==> src/dsp_settings.svh <==
`ifndef DSP_SETTINGS_SVH
`define DSP_SETTINGS_SVH

// Lane count and sample widths
`define CHANNEL_WIDTH     4
`define CODE_PRECISION    8

// Feed-forward equalizer and slicer
`define FFE_LENGTH        3
`define WEIGHT_PRECISION  8
`define FFE_OUT_PRECISION 18
`define SHIFT_PRECISION   4
`define THRESH_PRECISION  18

// Channel estimate and residual error
`define CHAN_DEPTH        3
`define CHAN_PRECISION    8
`define ERROR_PRECISION   10

// APB register map, one field per address
`define APB_ADDR_WIDTH    8
`define ADDR_WEIGHT_BASE  8'h00
`define ADDR_THRESH_BASE  8'h10
`define ADDR_FFE_SHIFT    8'h18
`define ADDR_CHAN_BASE    8'h20
`define ADDR_CHAN_SHIFT   8'h30

`endif

==> src/dsp_pkg.sv <==
`include "dsp_settings.svh"

package dsp_pkg;

    typedef logic signed [`CODE_PRECISION-1:0]   code_t;
    typedef logic signed [`ERROR_PRECISION-1:0]  error_t;
    typedef logic signed [`WEIGHT_PRECISION-1:0] weight_t;
    typedef logic signed [`THRESH_PRECISION-1:0] thresh_t;
    typedef logic signed [`CHAN_PRECISION-1:0]   chan_tap_t;
    typedef logic        [`SHIFT_PRECISION-1:0]  shift_t;

    // Lane 0 holds the earliest sample of the word
    typedef code_t  [`CHANNEL_WIDTH-1:0] code_word_t;
    typedef logic   [`CHANNEL_WIDTH-1:0] bit_word_t;
    typedef code_t  [`CHANNEL_WIDTH-1:0] ffe_word_t;
    typedef error_t [`CHANNEL_WIDTH-1:0] error_word_t;

    typedef struct packed {
        weight_t   [`FFE_LENGTH-1:0][`CHANNEL_WIDTH-1:0] weights;
        thresh_t   [`CHANNEL_WIDTH-1:0]                  thresh;
        shift_t                                          ffe_shift;
        chan_tap_t [`CHANNEL_WIDTH-1:0][`CHAN_DEPTH-1:0] channel_est;
        shift_t                                          channel_shift;
    } dsp_cfg_t;

    // Clamp to the range of a signed field of the given width
    function automatic int sat_range(input int value, input int width);
        int hi;
        int lo;
        hi = (1 << (width - 1)) - 1;
        lo = -hi - 1;
        if (value > hi) begin
            return hi;
        end
        if (value < lo) begin
            return lo;
        end
        return value;
    endfunction

    function automatic code_t sat_code(input int value);
        return code_t'(sat_range(value, `CODE_PRECISION));
    endfunction

    function automatic error_t sat_error(input int value);
        return error_t'(sat_range(value, `ERROR_PRECISION));
    endfunction

endpackage

==> src/lane_delay.sv <==
`timescale 1ns/1ps

module lane_delay #(
    parameter type payload_t = logic,
    parameter int  DEPTH     = 1
) (
    input  logic     clk,
    input  logic     reset_i,
    input  payload_t data_i,
    output payload_t data_o
);

    generate
        if (DEPTH == 0) begin : g_pass
            assign data_o = data_i;
        end else begin : g_chain
            payload_t stage_q [DEPTH];

            always_ff @(posedge clk) begin
                if (reset_i) begin
                    for (int s = 0; s < DEPTH; s++) begin
                        stage_q[s] <= '0;
                    end
                end else begin
                    stage_q[0] <= data_i;
                    for (int s = 1; s < DEPTH; s++) begin
                        stage_q[s] <= stage_q[s-1];
                    end
                end
            end

            // Oldest entry leaves the chain
            assign data_o = stage_q[DEPTH-1];
        end
    endgenerate

    // X on the input would otherwise surface here DEPTH cycles later
    a_no_unknown: assert property (@(posedge clk) disable iff (reset_i)
        !$isunknown(data_o));

endmodule

==> src/dsp_cfg_apb.sv <==
`timescale 1ns/1ps
`include "dsp_settings.svh"

module dsp_cfg_apb
    import dsp_pkg::*;
(
    input  logic                       clk,
    input  logic                       reset_i,
    input  logic                       psel_i,
    input  logic                       penable_i,
    input  logic                       pwrite_i,
    input  logic [`APB_ADDR_WIDTH-1:0] paddr_i,
    input  logic [31:0]                pwdata_i,
    output logic [31:0]                prdata_o,
    output logic                       pready_o,
    output logic                       pslverr_o,
    output dsp_cfg_t                   cfg_o
);

    dsp_cfg_t    cfg_q;
    dsp_cfg_t    cfg_d;
    logic        access;
    logic        wr_en;
    logic        addr_hit;
    logic [31:0] rd_field;

    assign access = psel_i && penable_i;
    assign wr_en  = access && pwrite_i;

    // Address decode, read mux and write merge in one pass
    always_comb begin
        cfg_d    = cfg_q;
        rd_field = '0;
        addr_hit = 1'b0;
        // Weights are tap-major then lane
        for (int k = 0; k < `FFE_LENGTH; k++) begin
            for (int i = 0; i < `CHANNEL_WIDTH; i++) begin
                if (paddr_i == `ADDR_WEIGHT_BASE + k * `CHANNEL_WIDTH + i) begin
                    addr_hit = 1'b1;
                    rd_field = 32'(cfg_q.weights[k][i]);
                    if (wr_en) begin
                        cfg_d.weights[k][i] = pwdata_i[`WEIGHT_PRECISION-1:0];
                    end
                end
            end
        end
        for (int i = 0; i < `CHANNEL_WIDTH; i++) begin
            if (paddr_i == `ADDR_THRESH_BASE + i) begin
                addr_hit = 1'b1;
                rd_field = 32'(cfg_q.thresh[i]);
                if (wr_en) begin
                    cfg_d.thresh[i] = pwdata_i[`THRESH_PRECISION-1:0];
                end
            end
        end
        // Channel taps are lane-major then tap
        for (int i = 0; i < `CHANNEL_WIDTH; i++) begin
            for (int k = 0; k < `CHAN_DEPTH; k++) begin
                if (paddr_i == `ADDR_CHAN_BASE + i * `CHAN_DEPTH + k) begin
                    addr_hit = 1'b1;
                    rd_field = 32'(cfg_q.channel_est[i][k]);
                    if (wr_en) begin
                        cfg_d.channel_est[i][k] = pwdata_i[`CHAN_PRECISION-1:0];
                    end
                end
            end
        end
        // Shift amounts are unsigned
        if (paddr_i == `ADDR_FFE_SHIFT) begin
            addr_hit = 1'b1;
            rd_field = 32'(cfg_q.ffe_shift);
            if (wr_en) begin
                cfg_d.ffe_shift = pwdata_i[`SHIFT_PRECISION-1:0];
            end
        end
        if (paddr_i == `ADDR_CHAN_SHIFT) begin
            addr_hit = 1'b1;
            rd_field = 32'(cfg_q.channel_shift);
            if (wr_en) begin
                cfg_d.channel_shift = pwdata_i[`SHIFT_PRECISION-1:0];
            end
        end
    end

    always_ff @(posedge clk) begin
        if (reset_i) begin
            cfg_q <= '0;
        end else begin
            cfg_q <= cfg_d;
        end
    end

    // No wait states
    assign pready_o  = access;
    assign pslverr_o = access && !addr_hit;
    assign prdata_o  = (access && !pwrite_i) ? rd_field : 32'd0;
    assign cfg_o     = cfg_q;

    a_penable_needs_psel: assert property (@(posedge clk) disable iff (reset_i)
        penable_i |-> psel_i);

    a_psel_held: assert property (@(posedge clk) disable iff (reset_i)
        (psel_i && !penable_i) |=> psel_i);

endmodule

==> src/ffe_slicer.sv <==
`timescale 1ns/1ps
`include "dsp_settings.svh"

module ffe_slicer
    import dsp_pkg::*;
(
    input  logic       clk,
    input  logic       reset_i,
    input  dsp_cfg_t   cfg_i,
    input  code_word_t codes_i,
    output ffe_word_t  ffe_o,
    output bit_word_t  bits_o
);

    code_word_t                           prev_codes;
    code_t [2*`CHANNEL_WIDTH-1:0]         code_hist;
    logic signed [`FFE_OUT_PRECISION-1:0] ffe_sum     [`CHANNEL_WIDTH];
    logic signed [`FFE_OUT_PRECISION-1:0] ffe_shifted [`CHANNEL_WIDTH];
    ffe_word_t                            ffe_d;
    ffe_word_t                            ffe_q;
    bit_word_t                            bits_d;
    bit_word_t                            bits_q;

    // One word of code history
    lane_delay #(
        .payload_t (code_word_t),
        .DEPTH     (1)
    ) u_code_hist (
        .clk     (clk),
        .reset_i (reset_i),
        .data_i  (codes_i),
        .data_o  (prev_codes)
    );

    // Previous word sits in the low half
    assign code_hist = {codes_i, prev_codes};

    always_comb begin
        for (int i = 0; i < `CHANNEL_WIDTH; i++) begin
            ffe_sum[i] = '0;
            // Tap k looks k samples back, possibly into the previous word
            for (int k = 0; k < `FFE_LENGTH; k++) begin
                ffe_sum[i] = ffe_sum[i]
                           + cfg_i.weights[k][i] * code_hist[`CHANNEL_WIDTH + i - k];
            end
            ffe_shifted[i] = ffe_sum[i] >>> cfg_i.ffe_shift;
            bits_d[i]      = (ffe_shifted[i] >= cfg_i.thresh[i]);
            ffe_d[i]       = sat_code(ffe_shifted[i]);
        end
    end

    always_ff @(posedge clk) begin
        if (reset_i) begin
            ffe_q  <= '0;
            bits_q <= '0;
        end else begin
            ffe_q  <= ffe_d;
            bits_q <= bits_d;
        end
    end

    assign ffe_o  = ffe_q;
    assign bits_o = bits_q;

endmodule

==> src/channel_error.sv <==
`timescale 1ns/1ps
`include "dsp_settings.svh"

module channel_error
    import dsp_pkg::*;
(
    input  logic        clk,
    input  logic        reset_i,
    input  dsp_cfg_t    cfg_i,
    input  bit_word_t   bits_i,
    input  code_word_t  codes_i,
    output code_word_t  est_codes_o,
    output error_word_t errors_o
);

    bit_word_t                    prev_bits;
    logic [2*`CHANNEL_WIDTH-1:0]  bit_hist;
    int                           est_sum [`CHANNEL_WIDTH];
    code_word_t                   est_d;
    code_word_t                   est_q;
    error_word_t                  err_d;
    error_word_t                  err_q;

    // Bits of the previous word feed the early lanes
    lane_delay #(
        .payload_t (bit_word_t),
        .DEPTH     (1)
    ) u_bit_hist (
        .clk     (clk),
        .reset_i (reset_i),
        .data_i  (bits_i),
        .data_o  (prev_bits)
    );

    assign bit_hist = {bits_i, prev_bits};

    always_comb begin
        for (int i = 0; i < `CHANNEL_WIDTH; i++) begin
            est_sum[i] = 0;
            // Decided bit maps to +1 or -1 times the tap
            for (int k = 0; k < `CHAN_DEPTH; k++) begin
                if (bit_hist[`CHANNEL_WIDTH + i - k]) begin
                    est_sum[i] = est_sum[i] + cfg_i.channel_est[i][k];
                end else begin
                    est_sum[i] = est_sum[i] - cfg_i.channel_est[i][k];
                end
            end
            est_d[i] = sat_code(est_sum[i] >>> cfg_i.channel_shift);
            // Residual against the ADC code of the same sample
            err_d[i] = sat_error(int'(est_d[i]) - int'(codes_i[i]));
        end
    end

    always_ff @(posedge clk) begin
        if (reset_i) begin
            est_q <= '0;
            err_q <= '0;
        end else begin
            est_q <= est_d;
            err_q <= err_d;
        end
    end

    assign est_codes_o = est_q;
    assign errors_o    = err_q;

endmodule

==> src/datapath_core.sv <==
`timescale 1ns/1ps
`include "dsp_settings.svh"

module datapath_core
    import dsp_pkg::*;
(
    input  logic                       clk,
    input  logic                       reset_i,
    input  logic                       psel_i,
    input  logic                       penable_i,
    input  logic                       pwrite_i,
    input  logic [`APB_ADDR_WIDTH-1:0] paddr_i,
    input  logic [31:0]                pwdata_i,
    output logic [31:0]                prdata_o,
    output logic                       pready_o,
    output logic                       pslverr_o,
    input  code_word_t                 adc_codes_i,
    output ffe_word_t                  trunc_ffe_o,
    output bit_word_t                  sliced_bits_o,
    output code_word_t                 est_codes_o,
    output error_word_t                est_errors_o
);

    dsp_cfg_t   cfg;
    code_word_t aligned_codes;

    dsp_cfg_apb u_cfg (
        .clk       (clk),
        .reset_i   (reset_i),
        .psel_i    (psel_i),
        .penable_i (penable_i),
        .pwrite_i  (pwrite_i),
        .paddr_i   (paddr_i),
        .pwdata_i  (pwdata_i),
        .prdata_o  (prdata_o),
        .pready_o  (pready_o),
        .pslverr_o (pslverr_o),
        .cfg_o     (cfg)
    );

    ffe_slicer u_ffe (
        .clk     (clk),
        .reset_i (reset_i),
        .cfg_i   (cfg),
        .codes_i (adc_codes_i),
        .ffe_o   (trunc_ffe_o),
        .bits_o  (sliced_bits_o)
    );

    // Codes wait one cycle to meet their decided bits
    lane_delay #(
        .payload_t (code_word_t),
        .DEPTH     (1)
    ) u_code_align (
        .clk     (clk),
        .reset_i (reset_i),
        .data_i  (adc_codes_i),
        .data_o  (aligned_codes)
    );

    channel_error u_chan (
        .clk         (clk),
        .reset_i     (reset_i),
        .cfg_i       (cfg),
        .bits_i      (sliced_bits_o),
        .codes_i     (aligned_codes),
        .est_codes_o (est_codes_o),
        .errors_o    (est_errors_o)
    );

endmodule

==> config.mk <==
export PLATFORM = sky130hd
export DESIGN_NAME = datapath_core
export DESIGN_NICKNAME = d
export VERILOG_FILES = /design/src/dsp_pkg.sv /design/src/lane_delay.sv /design/src/dsp_cfg_apb.sv /design/src/ffe_slicer.sv /design/src/channel_error.sv /design/src/datapath_core.sv
export VERILOG_INCLUDE_DIRS = /design/src /design/src/src
export SDC_FILE = /design/constraint.sdc
export NUM_CORES = 2
export LEC_CHECK = 0
export BUFFER_PORTS_ARGS = -buffer_cell sky130_fd_sc_hd__buf_2
export CAP_MARGIN = 25
export CORE_MARGIN = 2
export CORE_UTILIZATION = 50
export CTS_CLUSTER_DIAMETER = 40
export DETAILED_ROUTE_END_ITERATION = 16
export PLACE_DENSITY = 0.77
export SKIP_CTS_REPAIR_TIMING = 1
export SYNTH_ARGS = -nofsm -noshare
export SYNTH_HDL_FRONTEND = slang
export SYNTH_HIERARCHICAL = 1
export SYNTH_SLANG_ARGS = --single-unit
export TNS_END_PERCENT = 20
==> constraint.sdc <==
create_clock -name clk -period 12.64 [get_ports clk]
set_input_delay 2.528 -clock clk [delete_from_list [all_inputs] [get_ports clk]]
set_output_delay 2.528 -clock clk [all_outputs]
set_load 0.05 [all_outputs]
==> impl_metrics.json <==
{
  "hpwl_um": 243000,
  "grt_max_degree": 190,
  "drt-pass1-iter-count": 9,
  "final_area_mm2": 0.08925,
  "drc": 0,
  "die_w_um": 410.3,
  "drive_gt1_share_pct": 9.443,
  "relSlewSlack_pct": 20.88,
  "hold_path.class": "reg2reg",
  "syn_inst": 10290,
  "hold_viol": 0,
  "reg2reg_to": "u_chan/errors_o[17]$_SDFF_PP0_",
  "irDropWorstVdd_mv": 0.1216,
  "placementRows": 149,
  "setup_viol": 0,
  "ant_nets": 0,
  "run_status": "finished clean",
  "clock_path_buffers": 3,
  "start_util_pct": 50.21,
  "drt_wl_total_um": 304500,
  "critPathMaxFanout": 7,
  "finalCriticalPeriod_ps": 12440,
  "synth.avg_cell_area_um2": 8.025,
  "multi_input_area_mm2": 0.06731,
  "track_usage_pct": 35.43,
  "fp.dieArea_mm2": 0.1684,
  "cap_viol_max_count": 0,
  "h-tree-depth": 3,
  "io_pins": 219,
  "powerDensity_mw_per_mm2": 101.1,
  "cp-start-kind": "input pin",
  "slowest_delay_ps": 570,
  "drv_slew": 0,
  "cp.arrival_ps": 13000,
  "dpl-instance-area_mm2": 0.08640,
  "wire_per_inst_um": 24.14,
  "antenna_found_initial": 30,
  "cts_tree": "yes",
  "cts_root_buffer": "clkbuf_16",
  "synth_warnings": 6,
  "clock.fmax_ghz": 0.08039,
  "synth_area_mm2": 0.08256,
  "synthToLayoutAreaGrowth_pct": 8.115,
  "n_fill_cell": 15130,
  "overflow": 0,
  "path_common_cell": "fa_1",
  "p_leak_nw": 40.38,
  "required_ps": 13200,
  "critPathSlowestCell": "fa_1",
  "hold_end": "u_cfg/cfg_o[139]$_SDFFE_PP0P_",
  "routed_via_density": 6.235,
  "fp.dieH_um": 410.3,
  "clk_pin_slew_worst_paths_ps": 60,
  "worstSetupEndpointType": "register",
  "numCtsBuffers": 74,
  "tightest_slew_ps": 1185,
  "rsz0062_at_grt": "yes",
  "power.total_w": 0.009022,
  "ff2ff_path_depth": 43,
  "synth_fp_nets": 12010,
  "setup.worst_path.class": "in2reg",
  "gp_congestion": 1.035,
  "grt_pass1_vias": 78400,
  "period_share_pct": 98.41,
  "regArea_mm2": 0.008632,
  "clkLatencyLatePin_ps": 710,
  "nets": 12070,
  "grt_pass1_wl_um": 462100,
  "holdCritStartpoint": "u_cfg/cfg_o[139]$_SDFFE_PP0P_",
  "rr_startpoint": "u_ffe/bits_o[0]$_SDFF_PP0_",
  "fin_skew_ps": 60.70,
  "cts_sinks": 430,
  "holdPathStages": 2,
  "vias": 78650,
  "drt-initial-drc-count": 8982,
  "r2r_setup_slack_ps": 650,
  "core_region_area_mm2": 0.1644,
  "io_buffers": 204,
  "worstSetupStartpoint": "adc_codes_i[25]"
}
==> routing by layer <==
layer | vias up | share of wire (%) | GRT usage, % | wire length, µm
li1 | 35240 | - | - | -
met1 | 38270 | 38 | 43.34 | 116100
met3 | 1015 | 8.7 | 6.644 | 26600
met4 | 22 | 7.6 | 23.57 | 23030
met5 | - | 0.045 | 0 | 138
met2 | 4098 | 46 | 56.88 | 138700
==> layout by cell type (no fill, tap or decap), types with 36 or more instances in the layout <==
cell and count:
a211o_1 50, a211oi_1 140, a21o_1 175, a21oi_1 812
a31oi_1 74, and2_1 603, buf_2 201, buf_4 283
clkbuf_16 76, dfxtp_1 421, fa_1 915, ha_1 729
inv_1 1237, mux2_2 59, mux2i_1 163, mux4_2 46
nand2_1 1055, nand2b_1 82, nand3_1 203, nand4_1 68
nor2_1 662, nor2b_1 131, nor3_1 154, nor4_1 39
o211ai_1 69, o21a_1 102, o21ai_0 388, o21ai_1 59
o21bai_1 38, o221ai_1 36, o22ai_1 66, o31ai_1 49
or3_1 46, xnor2_1 240, xor2_1 149
==> critical path: cells and delay by family <==
family,cells,cell delay (ps)
adder cells (fa/ha/maj),13,5080
AO/OA/AOI/OAI,19,3150
buffers and inverters,11,1080
AND/OR/NAND/NOR,10,860
XOR/XNOR,1,290
==> stage by stage <==
step	util, %	setup TNS, ps	worst slack, ps	instances	hold slack [ps]
2_1_floorplan	-	0	13.99	10290	446.2
3_3_place_gp	52.54	-1324	-643.9	12450	455.7
3_5_place_dp	52.55	-1886	-694.3	12450	467.9
4_1_cts	54.13	0	28.15	12590	476.0
5_1_grt	54.26	-249.9	-249.9	12600	501.7
6_report	54.28	0	200.4	12610	477.1
==> final cells by class <==
cell class	count	share of cell area (%)
multi-input cells	8098	75.41
flip-flops and latches	430	9.671
inverters	1253	5.275
repair buffers	491	3.607
well taps	2189	3.069
clock buffers	85	2.213
clock inverters	53	0.7079
diodes	15	0.04206
==> how the worst max path moves through the flow <==
stage,slack [ps],to
6_report,200,u_ffe/bits_o[3]$_SDFF_PP0_
4_1_cts,30,u_ffe/bits_o[3]$_SDFF_PP0_
2_1_floorplan,10,u_ffe/bits_o[3]$_SDFF_PP0_
3_5_place_dp,-690,u_ffe/bits_o[3]$_SDFF_PP0_
3_3_place_gp,-640,u_ffe/bits_o[3]$_SDFF_PP0_
5_1_grt,-250,u_ffe/bits_o[3]$_SDFF_PP0_
==> state kept, by name, summed over array words and instances (netlist names) <==
register                           flops
u_chan/u_bit_hist/g_chain.stage_q      2
u_chan/est_codes_o                    32
u_ffe/u_code_hist/g_chain.stage_q     16
u_ffe/bits_o                           4
u_cfg/cfg_o                          272
u_ffe/ffe_o                           32
u_chan/errors_o                       40
u_code_align/g_chain.stage_q          32
==> power by group <==
group	total [W]	switching [W]	internal (W)
Combinational	0.00536	0.00342	0.00194
Clock	0.00213	0.000870	0.00126
Sequential	0.00154	0.0000889	0.00145
Power figures use the tool's default switching activity.
